[config.mk]
export PLATFORM = sky130hd
export DESIGN_NAME = mmu_tx_regs
export DESIGN_NICKNAME = d
export VERILOG_FILES = /design/src/logic/mmu_tx_reg_pkg.sv /design/src/logic/mmu_tx_regs.sv /design/src/logic/mmu_tx_read_mux.sv /design/src/logic/mmu_tx_event_counters.sv /design/src/logic/mmu_tx_cfg_err_regs.sv /design/src/logic/mmu_tx_bus_port.sv
export SDC_FILE = /design/constraint.sdc
export NUM_CORES = 2
export LEC_CHECK = 0
export BUFFER_PORTS_ARGS = -buffer_cell sky130_fd_sc_hd__buf_2
export CAP_MARGIN = 40
export CORE_UTILIZATION = 60
export DETAILED_ROUTE_END_ITERATION = 12
export HOLD_SLACK_MARGIN = 0.1
export PLACE_DENSITY_LB_ADDON = 0.1
export SLEW_MARGIN = 10
export SYNTH_ARGS = -nofsm -noshare
export SYNTH_HDL_FRONTEND = slang
export SYNTH_SLANG_ARGS = --single-unit
[constraint.sdc]
create_clock -name clk_sys -period 43.8 [get_ports clk_sys]
set_input_delay 0 -clock clk_sys [delete_from_list [all_inputs] [get_ports clk_sys]]
set_output_delay 0 -clock clk_sys [all_outputs]
set_load 0.02 [all_outputs]
[src/logic/mmu_tx_reg_pkg.sv]
package mmu_tx_reg_pkg;

        //**************************************************
        // address fields
        //**************************************************
        typedef logic [11:0] block_id_t;
        typedef logic [6:0]  reg_index_t;
        typedef logic [31:0] reg_data_t;

        typedef enum logic [1:0] {
                grp_cfg = 2'd0,
                grp_err = 2'd1,
                grp_sta = 2'd2,
                grp_cnt = 2'd3
        } reg_group_e;

        // block id, three zero bits, group, index
        typedef struct packed {
                block_id_t  block_id;
                logic [2:0] rsvd;
                reg_group_e group;
                reg_index_t index;
        } reg_addr_t;

        typedef enum logic [1:0] {
                st_idle,
                st_rd_wait1,
                st_rd_wait2,
                st_ack
        } bus_state_e;

        typedef struct packed {
                logic       valid;
                logic       write;
                reg_group_e group;
                reg_index_t index;
                reg_data_t  wdata;
        } reg_req_t;

        //**************************************************
        // datapath side
        //**************************************************
        typedef struct packed {
                logic [31:0] pkt_sta;
                logic [15:0] bd_sta;
                logic [10:0] ddr_rsp_sn;
                logic [2:0]  seq_info;
                logic [10:0] online_beat;
                logic [10:0] hacc_sn;
        } tx_status_t;

        // declared high to low so that bit n is counter index n
        typedef struct packed {
                logic tx2rx_rd_bd;
                logic tx2rx_wr_bd;
                logic tx2rx_bd;
                logic pkt_rx;
                logic hacc_rx;
                logic axis_rx;
                logic kernel_bd_wen;
                logic ddr_rsp;
                logic rxffc_wr;
                logic fifo_rd;
                logic bd_cnt;
        } tx_events_t;

        // bit k is the counter kind k of a channel
        typedef struct packed {
                logic wlast;
                logic rsp_ok;
                logic send_ok;
                logic slice_sent;
        } ddr_events_t;

        typedef struct packed {
                logic [31:0] pkt_err;
                logic [15:0] bd_err;
        } tx_errors_t;

        localparam logic [10:0] ONLINE_BEAT_RESET = 11'h350;

        // channel c, kind k at CNT_DDR_BASE + 4*c + k
        localparam reg_index_t  CNT_DDR_BASE = 7'h10;

endpackage
[src/logic/mmu_tx_regs.sv]
`timescale 1ns/1ns

module mmu_tx_regs #(
        parameter mmu_tx_reg_pkg::block_id_t BLOCK_ID = 12'h001,
        parameter int                        DDR_NUM  = 4
) (
        input  logic                         clk_sys,
        input  logic                         rst,

        // wishbone slave
        input  logic                         wb_cyc,
        input  logic                         wb_stb,
        input  logic                         wb_we,
        input  mmu_tx_reg_pkg::reg_addr_t    wb_adr,
        input  mmu_tx_reg_pkg::reg_data_t    wb_dat_w,
        output mmu_tx_reg_pkg::reg_data_t    wb_dat_r,
        output logic                         wb_ack,

        // tx path
        input  mmu_tx_reg_pkg::tx_status_t   status,
        input  mmu_tx_reg_pkg::tx_errors_t   errors,
        input  mmu_tx_reg_pkg::tx_events_t   events,
        input  mmu_tx_reg_pkg::ddr_events_t  ddr_events [DDR_NUM],
        input  logic                         cnt_clr,
        output logic [10:0]                  online_beat_cfg
);

        import mmu_tx_reg_pkg::*;

        reg_req_t  req;
        reg_data_t cfg_rdata;
        reg_data_t err_rdata;
        reg_data_t cnt_rdata;

        mmu_tx_bus_port #(
                .BLOCK_ID (BLOCK_ID)
        ) u_bus_port (
                .clk_sys  (clk_sys),
                .rst      (rst),
                .wb_cyc   (wb_cyc),
                .wb_stb   (wb_stb),
                .wb_we    (wb_we),
                .wb_adr   (wb_adr),
                .wb_dat_w (wb_dat_w),
                .wb_ack   (wb_ack),
                .req      (req)
        );

        mmu_tx_cfg_err_regs u_cfg_err_regs (
                .clk_sys         (clk_sys),
                .rst             (rst),
                .req             (req),
                .errors          (errors),
                .online_beat_cfg (online_beat_cfg),
                .cfg_rdata       (cfg_rdata),
                .err_rdata       (err_rdata)
        );

        mmu_tx_event_counters #(
                .DDR_NUM (DDR_NUM)
        ) u_event_counters (
                .clk_sys    (clk_sys),
                .rst        (rst),
                .cnt_clr    (cnt_clr),
                .events     (events),
                .ddr_events (ddr_events),
                .rd_index   (req.index),
                .cnt_rdata  (cnt_rdata)
        );

        mmu_tx_read_mux u_read_mux (
                .clk_sys   (clk_sys),
                .rst       (rst),
                .req       (req),
                .cfg_rdata (cfg_rdata),
                .err_rdata (err_rdata),
                .cnt_rdata (cnt_rdata),
                .status    (status),
                .rdata     (wb_dat_r)
        );

endmodule

[src/logic/mmu_tx_read_mux.sv]
`timescale 1ns/1ns

module mmu_tx_read_mux (
        input  logic                         clk_sys,
        input  logic                         rst,
        input  mmu_tx_reg_pkg::reg_req_t     req,
        input  mmu_tx_reg_pkg::reg_data_t    cfg_rdata,
        input  mmu_tx_reg_pkg::reg_data_t    err_rdata,
        input  mmu_tx_reg_pkg::reg_data_t    cnt_rdata,
        input  mmu_tx_reg_pkg::tx_status_t   status,
        output mmu_tx_reg_pkg::reg_data_t    rdata
);

        import mmu_tx_reg_pkg::*;

        reg_data_t  sta_sel;
        reg_data_t  cfg_q;
        reg_data_t  err_q;
        reg_data_t  sta_q;
        reg_data_t  cnt_q;
        reg_group_e group_q;
        logic       rd_vld_q;

        // status fields in struct order, zero-extended
        always_comb begin
                case (req.index)
                7'd0:    sta_sel = status.pkt_sta;
                7'd1:    sta_sel = {16'd0, status.bd_sta};
                7'd2:    sta_sel = {21'd0, status.ddr_rsp_sn};
                7'd3:    sta_sel = {29'd0, status.seq_info};
                7'd4:    sta_sel = {21'd0, status.online_beat};
                7'd5:    sta_sel = {21'd0, status.hacc_sn};
                default: sta_sel = '0;
                endcase
        end

        //**************************************************
        // stage 1, per group
        //**************************************************
        always_ff @(posedge clk_sys or posedge rst) begin
                if (rst) begin
                        rd_vld_q <= 1'b0;
                        group_q  <= grp_cfg;
                end else begin
                        rd_vld_q <= req.valid && !req.write;
                        group_q  <= req.group;
                end
        end

        always_ff @(posedge clk_sys) begin
                if (req.valid) begin
                        cfg_q <= cfg_rdata;
                        err_q <= err_rdata;
                        sta_q <= sta_sel;
                        cnt_q <= cnt_rdata;
                end
        end

        //**************************************************
        // stage 2, group select
        //**************************************************
        always_ff @(posedge clk_sys or posedge rst) begin
                if (rst) begin
                        rdata <= '0;
                end else if (!rd_vld_q) begin
                        rdata <= '0;
                end else begin
                        case (group_q)
                        grp_cfg: rdata <= cfg_q;
                        grp_err: rdata <= err_q;
                        grp_sta: rdata <= sta_q;
                        default: rdata <= cnt_q;
                        endcase
                end
        end

endmodule

[src/logic/mmu_tx_event_counters.sv]
`timescale 1ns/1ns

module mmu_tx_event_counters #(
        parameter int DDR_NUM = 4
) (
        input  logic                         clk_sys,
        input  logic                         rst,
        input  logic                         cnt_clr,
        input  mmu_tx_reg_pkg::tx_events_t   events,
        input  mmu_tx_reg_pkg::ddr_events_t  ddr_events [DDR_NUM],
        input  mmu_tx_reg_pkg::reg_index_t   rd_index,
        output mmu_tx_reg_pkg::reg_data_t    cnt_rdata
);

        import mmu_tx_reg_pkg::*;

        localparam int N_TX  = $bits(tx_events_t);
        localparam int N_DDR = $bits(ddr_events_t);
        localparam int N_CNT = N_TX + N_DDR * DDR_NUM;

        logic [N_CNT-1:0] inc;
        reg_data_t        cnt [N_CNT];

        // flat counter number to register index
        function automatic reg_index_t cnt_index(input int n);
                if (n < N_TX) begin
                        return reg_index_t'(n);
                end
                return reg_index_t'(CNT_DDR_BASE + (n - N_TX));
        endfunction

        // single events first, then channel sets of four
        always_comb begin
                inc[N_TX-1:0] = events;
                for (int c = 0; c < DDR_NUM; c++) begin
                        inc[N_TX + N_DDR * c +: N_DDR] = ddr_events[c];
                end
        end

        //**************************************************
        // counters
        //**************************************************
        // wrap at 2^32, clear wins over an increment
        for (genvar n = 0; n < N_CNT; n++) begin : g_cnt
                always_ff @(posedge clk_sys or posedge rst) begin
                        if (rst) begin
                                cnt[n] <= '0;
                        end else if (cnt_clr) begin
                                cnt[n] <= '0;
                        end else if (inc[n]) begin
                                cnt[n] <= cnt[n] + 32'd1;
                        end
                end
        end

        // unmapped index reads zero
        always_comb begin
                cnt_rdata = '0;
                for (int n = 0; n < N_CNT; n++) begin
                        if (rd_index == cnt_index(n)) begin
                                cnt_rdata = cnt[n];
                        end
                end
        end

endmodule

[src/logic/mmu_tx_cfg_err_regs.sv]
`timescale 1ns/1ns

module mmu_tx_cfg_err_regs (
        input  logic                         clk_sys,
        input  logic                         rst,
        input  mmu_tx_reg_pkg::reg_req_t     req,
        input  mmu_tx_reg_pkg::tx_errors_t   errors,
        output logic [10:0]                  online_beat_cfg,
        output mmu_tx_reg_pkg::reg_data_t    cfg_rdata,
        output mmu_tx_reg_pkg::reg_data_t    err_rdata
);

        import mmu_tx_reg_pkg::*;

        logic        cfg_wr;
        logic        err_wr;
        logic [31:0] pkt_err_q;
        logic [15:0] bd_err_q;
        logic [31:0] pkt_clr;
        logic [15:0] bd_clr;

        assign cfg_wr  = req.valid && req.write && (req.group == grp_cfg) &&
                         (req.index == 7'd0);
        assign err_wr  = req.valid && req.write && (req.group == grp_err);

        // write one to clear
        assign pkt_clr = (err_wr && (req.index == 7'd0)) ? req.wdata : 32'd0;
        assign bd_clr  = (err_wr && (req.index == 7'd1)) ? req.wdata[15:0] : 16'd0;

        //**************************************************
        // cfg
        //**************************************************
        always_ff @(posedge clk_sys or posedge rst) begin
                if (rst) begin
                        online_beat_cfg <= ONLINE_BEAT_RESET;
                end else if (cfg_wr) begin
                        online_beat_cfg <= req.wdata[10:0];
                end
        end

        //**************************************************
        // err
        //**************************************************
        // a flag in the same cycle as its clear keeps the bit set
        always_ff @(posedge clk_sys or posedge rst) begin
                if (rst) begin
                        pkt_err_q <= '0;
                        bd_err_q  <= '0;
                end else begin
                        pkt_err_q <= (pkt_err_q & ~pkt_clr) | errors.pkt_err;
                        bd_err_q  <= (bd_err_q & ~bd_clr) | errors.bd_err;
                end
        end

        assign cfg_rdata = (req.index == 7'd0) ? {21'd0, online_beat_cfg} : '0;

        always_comb begin
                case (req.index)
                7'd0:    err_rdata = pkt_err_q;
                7'd1:    err_rdata = {16'd0, bd_err_q};
                default: err_rdata = '0;
                endcase
        end

endmodule

[src/logic/mmu_tx_bus_port.sv]
`timescale 1ns/1ns

module mmu_tx_bus_port #(
        parameter mmu_tx_reg_pkg::block_id_t BLOCK_ID = 12'h001
) (
        input  logic                         clk_sys,
        input  logic                         rst,
        input  logic                         wb_cyc,
        input  logic                         wb_stb,
        input  logic                         wb_we,
        input  mmu_tx_reg_pkg::reg_addr_t    wb_adr,
        input  mmu_tx_reg_pkg::reg_data_t    wb_dat_w,
        output logic                         wb_ack,
        output mmu_tx_reg_pkg::reg_req_t     req
);

        import mmu_tx_reg_pkg::*;

        bus_state_e state;
        logic       addr_hit;
        logic       bus_req;

        assign bus_req  = wb_cyc && wb_stb;

        // foreign block or nonzero reserved bits still get an ack
        assign addr_hit = (wb_adr.block_id == BLOCK_ID) && (wb_adr.rsvd == 3'd0);

        //**************************************************
        // transaction sequencing
        //**************************************************
        // writes ack right away, reads wait for the two mux stages
        always_ff @(posedge clk_sys or posedge rst) begin
                if (rst) begin
                        state <= st_idle;
                        req   <= '0;
                end else begin
                        req.valid <= 1'b0;
                        case (state)
                        st_idle: begin
                                if (bus_req) begin
                                        req.valid <= addr_hit;
                                        req.write <= wb_we;
                                        req.group <= wb_adr.group;
                                        req.index <= wb_adr.index;
                                        req.wdata <= wb_dat_w;
                                        if (wb_we) begin
                                                state <= st_ack;
                                        end else begin
                                                state <= st_rd_wait1;
                                        end
                                end
                        end
                        st_rd_wait1: begin
                                state <= st_rd_wait2;
                        end
                        st_rd_wait2: begin
                                state <= st_ack;
                        end
                        default: begin
                                // single ack cycle, master drops stb after it
                                state <= st_idle;
                        end
                        endcase
                end
        end

        assign wb_ack = (state == st_ack);

endmodule

* After elaboration in Yosys (flattened, before gate mapping) *
Cells that the tools add are included.

word-level totals
  flip-flop bits (word level) = 1131
  latch bits = 0
  memory bits (writable) = 0
  bits in read-only memories = 0
  output and inout bits = 44
  logic and storage cells = 246
  memories kept = 0

operators by class
  add/subtract/negate cells = 27
  $mul = 0
  div/mod/pow operators = 0
  order comparisons = 0
  equality and inequality tests = 34
  shifts and indexed selects = 0
  multiplexer cells = 92
  bitwise logic cells = 6
  reduce and logical (&&, ||, !) cells = 43

operators by type and width
  operator                                        number
  2-to-1 mux 32 bit                               83
  adder 32 x 1 -> 32 bit, second input constant   27
  case mux 32 bit (6 select lines)                1
  == test 7 x 5 -> 1 bit, second input constant   16
  case mux 32 bit (3 select lines)                1
  2-to-1 mux 43 bit                               2
  case mux 32 bit (2 select lines)                1
  nonzero test 2 bit                              27
  bitwise AND 32 bit                              1
  inverter 32 bit                                 1
  bitwise OR 32 bit                               1
  == test 7 x 3 -> 1 bit, second input constant   4
  == test 7 x 4 -> 1 bit, second input constant   3
  bitwise AND 16 bit                              1
  2-to-1 mux 16 bit                               1
  inverter 16 bit                                 1
  bitwise OR 16 bit                               1
  == test 7 x 2 -> 1 bit, second input constant   2
  == test 12 x 1 -> 1 bit, second input constant  1
  logical AND 1 bit                               9
  == test 7 x 1 -> 1 bit, second input constant   1
  zero test 7 bit                                 1
  == test 2 x 1 -> 1 bit, second input constant   3
  == test 2 bit, second input constant            3
  7 further kinds                                 10

* Logic depth before layout (Yosys ltp) *
  word-level depth = 28
  depth in mapped cells = 11

* By module *
Synthesis repeated with hierarchy kept, for this count alone.

unflattened totals
  cell total of the unflattened synthesis = 6218
  area total of the unflattened synthesis = 60618.1 sq um

modules (own cells, without submodules)
  module                 instances  cells each  area an instance (sq um)  sequential area each (sq um)
  mmu_tx_event_counters  1          5439        49261.0                   21620.7
  mmu_tx_read_mux        1          334         6386.1                    4719.5
  mmu_tx_cfg_err_regs    1          334         3026.7                    1481.4
  mmu_tx_bus_port        1          111         1944.4                    1126.1

* Worst setup path before layout *
Ideal clock, no wire load.

  path kind = reg2reg
  start = register, netlist name u_bus_port.req[42]
  end = register u_cfg_err_regs.bd_err_q[10]
  arrival = 3.751 ns
  path slack = 39.930 ns
  stages on the path, launching flop included = 8
  path buffers = 1
  period minus slack after synthesis = 3.870 ns
  cell sequence = dfrtp_1 -> nand2_1 -> nor2_1 -> nand2_1 -> nor3_2 -> clkbuf_1 -> nand2_1 -> a21o_1

on the way
  longest elaborated chain between the ends = 7

ends and longest elaborated chain
  item                             line                       RTL
  logical AND 1 bit (2 in series)  mmu_tx_cfg_err_regs.sv:24  assign err_wr = req.valid && req.write && (req.group == grp_err);
  logical AND 1 bit                mmu_tx_cfg_err_regs.sv:28  assign bd_clr = (err_wr && (req.index == 7'd1)) ? req.wdata[15:0] : 16'd0;
  2-to-1 mux 16 bit                mmu_tx_cfg_err_regs.sv:28
  inverter 16 bit                  mmu_tx_cfg_err_regs.sv:51  bd_err_q <= (bd_err_q & ~bd_clr) | errors.bd_err;
  bitwise AND 16 bit               mmu_tx_cfg_err_regs.sv:51
  bitwise OR 16 bit                mmu_tx_cfg_err_regs.sv:51
  end signal, assigned             mmu_tx_cfg_err_regs.sv:51
  end, declared                    mmu_tx_cfg_err_regs.sv:18  logic [15:0] bd_err_q;

Every way passes these cells.
A chain may end at the register's enable or synchronous reset.

* Final worst setup path *
  start = register, netlist name u_bus_port.req[33]
  end = register u_read_mux.cnt_q[6] (data pin)

on the way
  longest elaborated chain between the ends = 28

ends and longest elaborated chain
  item                              line                         RTL
  zero test 7 bit                   mmu_tx_event_counters.sv:60  if (rd_index == cnt_index(n)) begin
  2-to-1 mux 32 bit (26 in series)  mmu_tx_event_counters.sv:60
  2-to-1 mux 32 bit (*)             mmu_tx_event_counters.sv:60
  named net cnt_rdata[6]            mmu_tx_regs.sv:33            reg_data_t cnt_rdata;
  end signal, assigned              mmu_tx_read_mux.sv:55        cnt_q <= cnt_rdata;
  end, declared                     mmu_tx_read_mux.sv:20        reg_data_t cnt_q;

Mark *: on every way through the listed nets, which the timed path passes. The rest lies on a longest branch.

==> impl_metrics.prom <==
# TYPE chip_impl_metric gauge
chip_impl_info{name="synth.largest_area_cell",value="dfrtp_1"} 1
chip_impl_metric{name="power.switching_fraction",unit="%"} 35.7
chip_impl_metric{name="worst-slew-pin-transition",unit="ps"} 1290
chip_impl_metric{name="post_drt_via_cell_ratio",unit=""} 6.72
chip_impl_metric{name="place_hpwl",unit="um"} 159000
chip_impl_metric{name="globalRoute.totalOverflow",unit=""} 0
chip_impl_metric{name="drt-total-wl",unit="um"} 230000
chip_impl_metric{name="timing.critical_path.arrival",unit="ps"} 5480
chip_impl_metric{name="endpoints_failing_setup",unit=""} 0
chip_impl_metric{name="antenna_found_initial",unit=""} 24
chip_impl_metric{name="die-width",unit="um"} 318
chip_impl_info{name="rsz0062_at_grt",value="false"} 1
chip_impl_metric{name="tritoncts_num_sinks",unit=""} 1110
chip_impl_metric{name="io_buffer_count",unit=""} 264
chip_impl_info{name="synth_flop_cell",value="dfrtp_1"} 1
chip_impl_metric{name="comb_power_share",unit="%"} 26.9
chip_impl_metric{name="power.internal",unit="uW"} 1910
chip_impl_metric{name="final.setup.tns",unit="ps"} 0
chip_impl_metric{name="power_switching",unit="uW"} 1060
chip_impl_metric{name="timing.final.crit_share",unit="%"} 11.1
chip_impl_metric{name="grtUsageMet1",unit="%"} 61.9
chip_impl_metric{name="seq_power_share",unit="%"} 38.1
chip_impl_metric{name="maxCapViolations",unit=""} 0
chip_impl_metric{name="design.final.nets",unit=""} 6952
chip_impl_info{name="setup.worst_path.start_class",value="flop"} 1
chip_impl_metric{name="grt.total_usage",unit="%"} 44.9
chip_impl_metric{name="edff_count_synth",unit=""} 107
chip_impl_metric{name="slew_headroom",unit="%"} 13.9
chip_impl_metric{name="vias",unit=""} 54400
chip_impl_info{name="clockRootBuffer",value="clkbuf_16"} 1
chip_impl_metric{name="hold_violations",unit=""} 0
chip_impl_metric{name="p_per_area",unit="nW/um^2"} 42.8
chip_impl_metric{name="seq_area_frac_synth",unit="%"} 47.3
chip_impl_metric{name="fp-row-count",unit=""} 115
chip_impl_info{name="hold_path.class",value="input pin to flop"} 1
chip_impl_metric{name="drt_drc_violations_left",unit=""} 0
chip_impl_metric{name="synth_async_sr_flop_share",unit="%"} 90.4
chip_impl_metric{name="placed_cells_incl_taps",unit=""} 7563
chip_impl_metric{name="grtUsageMet2",unit="%"} 65.7
chip_impl_metric{name="grt_pass1_wl",unit="um"} 339000
chip_impl_metric{name="cts_resized",unit=""} 0
chip_impl_metric{name="worstSkewPairLatency",unit="ps"} 750
chip_impl_metric{name="timing.clock.skew",unit="ps"} 31.3
chip_impl_info{name="status",value="completed"} 1
chip_impl_metric{name="netlist-cell-type-count",unit=""} 96
chip_impl_metric{name="peakVddDrop",unit="mV"} 0.0593
chip_impl_metric{name="cts_made_buffers",unit=""} 118
chip_impl_info{name="yosys-top-cells-area",value="dfrtp_1 42%, xor2_1 6.3%, nor2_1 6.0%"} 1
chip_impl_metric{name="cp_data_required_time",unit="ps"} 44400
chip_impl_metric{name="final_max_slew_viol_count",unit=""} 0
chip_impl_metric{name="synthToLayoutAreaGrowth",unit="%"} 15.9
chip_impl_info{name="tritoncts",value="built"} 1
chip_impl_metric{name="design.die.area",unit="sq um"} 101000
chip_impl_metric{name="clockBufferDepth",unit=""} 3
chip_impl_metric{name="power_frac_clock",unit="%"} 35.0
chip_impl_info{name="critical_path.endpoint_type",value="flop"} 1
chip_impl_metric{name="netlist_area",unit="sq um"} 59900
chip_impl_metric{name="yosysWarnings",unit=""} 0
chip_impl_info{name="layout_commonest_cell",value="dfrtp_1"} 1
chip_impl_metric{name="drt_pre_antenna_iters",unit=""} 8
chip_impl_metric{name="postSynthCellCount",unit=""} 6286
chip_impl_metric{name="timing.critical_path.fanout_max",unit=""} 49
chip_impl_metric{name="fmax",unit="MHz"} 205
chip_impl_metric{name="drt-wirelength-per-cell",unit="um"} 28.3
chip_impl_metric{name="ios",unit=""} 265
chip_impl_metric{name="number_of_global_route_vias_before_repair",unit=""} 51100
chip_impl_info{name="grt.busiest_layer",value="met2"} 1
chip_impl_metric{name="grt_max_degree",unit=""} 217
chip_impl_metric{name="core_area",unit="sq um"} 98600
chip_impl_metric{name="synthDominantCellAreaShare",unit="%"} 41.8
chip_impl_metric{name="use_met3",unit="%"} 11.1
chip_impl_metric{name="synth_nets",unit=""} 6538
chip_impl_metric{name="syn_area_per_cell",unit="sq um"} 9.52
chip_impl_metric{name="nFillCells",unit=""} 7272
chip_impl_metric{name="place.gp.congestion",unit=""} 1.07
chip_impl_metric{name="final_layout_size_suffix_gt1_share",unit="%"} 11.6
chip_impl_metric{name="clock_tree.htree_level_count",unit=""} 3
chip_impl_metric{name="clkSlewWorstSetupHoldPaths",unit="ps"} 70
chip_impl_metric{name="final_ant_viol_nets",unit=""} 0
chip_impl_metric{name="path_buf_inv",unit=""} 3
chip_impl_metric{name="minimum_clock_period",unit="ps"} 4880
chip_impl_info{name="cpLargestDelayFamily",value="buffers and inverters"} 1
chip_impl_metric{name="die_height",unit="um"} 318
chip_impl_info{name="crit_path_frequent_cell",value="buf_4"} 1
chip_impl_metric{name="largest_stage_delay_on_the_critical_path",unit="ps"} 870
chip_impl_info{name="worst_path_max_delay_cell",value="dfrtp_4"} 1
chip_impl_metric{name="reported_leakage_power",unit="uW"} 0.0286
chip_impl_metric{name="start_util",unit="%"} 60.7
chip_impl_metric{name="postSynthRegisterBits",unit=""} 1110
chip_impl_info{name="layout_common_cells",value="994 x dfrtp_1, 960 x nor2_1, 434 x xor2_1"} 1
chip_impl_metric{name="first_iter_violations",unit=""} 8360
chip_impl_metric{name="stdcell_count",unit=""} 8099
chip_impl_info{name="critical_path.cell_chain",value="buf_4 > buf_4 > buf_4 > o22ai_1 > a22o_1 > a211oi_1 > o221ai_1 > a21oi_1"} 1
chip_impl_info{name="critical_path_type",value="flop to flop"} 1
-- cells in the mapped netlist (all sizes together) (127+ instances only) --
| master | n |
|---|---|
| dfrtp | 999 |
| and3 | 160 |
| or3 | 147 |
| clkbuf | 241 |
| xnor2 | 268 |
| nand4 | 236 |
| o21ai | 253 |
| nand2 | 431 |
| a21oi | 258 |
| xor2 | 434 |
| nor3 | 140 |
| nor2 | 971 |
| nand3 | 311 |
| buf | 127 |
-- registers in the layout (all words and copies together), names as in the netlist, 11 cells and up --
name                            cells
u_event_counters.cnt              864
u_bus_port.req                     43
u_cfg_err_regs.pkt_err_q           32
u_read_mux.cnt_q                   32
u_read_mux.err_q                   32
u_read_mux.rdata                   32
u_read_mux.sta_q                   32
u_cfg_err_regs.bd_err_q            16
u_cfg_err_regs.online_beat_cfg     11
u_read_mux.cfg_q                   11
-- metrics by stage --
| stage | worst slack, ps | power, uW | hold WS, ps | util [%] | area [sq um] |
|---|---|---|---|---|---|
| floorplan | 15590 | 1590 | 92.3 | - | 59900 |
| global placement | 39240 | 1840 | 178 | 62.7 | 61800 |
| detailed placement | 39220 | 1860 | 37.6 | 63.2 | 62300 |
| CTS | 39220 | 2910 | 102 | 70.4 | 69400 |
| global route | 38910 | 3020 | 138 | 70.4 | 69400 |
| finish | 38920 | 2970 | 117 | 70.4 | 69400 |
-- logic make-up after synthesis --
logic type | after synthesis | synth area share [%]
adders and majority gates | 31 | 0.648
buffers and inverters | 481 | 3.41
xor gates and xnor gates | 702 | 10.3
DFF | 1110 | 47.3
AOI/OAI and AO/OA | 1000 | 10.7
muxes | 249 | 5.13
and+or+nand+nor | 2713 | 22.5
-- worst min-delay path, stage by stage --
cell,delay (ps)
dlygate4sd3_1,530
buf_2,100
and3_1,130
-- path summary, 6_finish.rpt --
check	cells past startpoint	start	endpoint	slack, ps
max	8	u_bus_port.req[33]	u_read_mux.cnt_q[6]	38920
min	3	status[80]	u_read_mux.sta_q[28]	120
max reg2reg	8	u_bus_port.req[33]	u_read_mux.cnt_q[6]	38920
min reg2reg	0	u_bus_port.req[39]	u_read_mux.group_q[0]	460
max in group asynchronous	10	rst	u_bus_port.req[42]	39520
min in group asynchronous	4	rst	u_event_counters.cnt[469]	440
-- power by group through the flow --
stage	Combinational, uW	Clock, uW	Sequential [uW]
6_report	800	1040	1130
5_1_grt	809	1080	1130
4_1_cts	750	1040	1120
3_5_place_dp	720	0	1140
3_3_place_gp	694	0	1150
2_1_floorplan	478	0	1110
-- timing repair --
item | in CTS | in global routing
setup buffers | 0 | 0
endpoints found under the hold margin | 823 | 0
hold buffers | 303 | 0
-- area by class of cell --
cell class / instances / area [sq um] / area share [%]
multi-input cells: 4695 / 29600 / 42.6
well taps: 1287 / 1610 / 2.32
inverters: 113 / 432 / 0.622
clock buffers: 163 / 3390 / 4.89
clock inverters: 61 / 598 / 0.862
diodes: 8 / 20.0 / 0.0288
flip-flops and latches: 1110 / 28300 / 40.8
repair buffers: 662 / 5450 / 7.85
-- routing by layer --
layer,wire [um],vias up
met5,136,-
met4,14800,22
met3,27500,783
met2,98300,3545
met1,88800,26900
li1,-,23100
No activity file was read; power rests on OpenSTA's default activity.
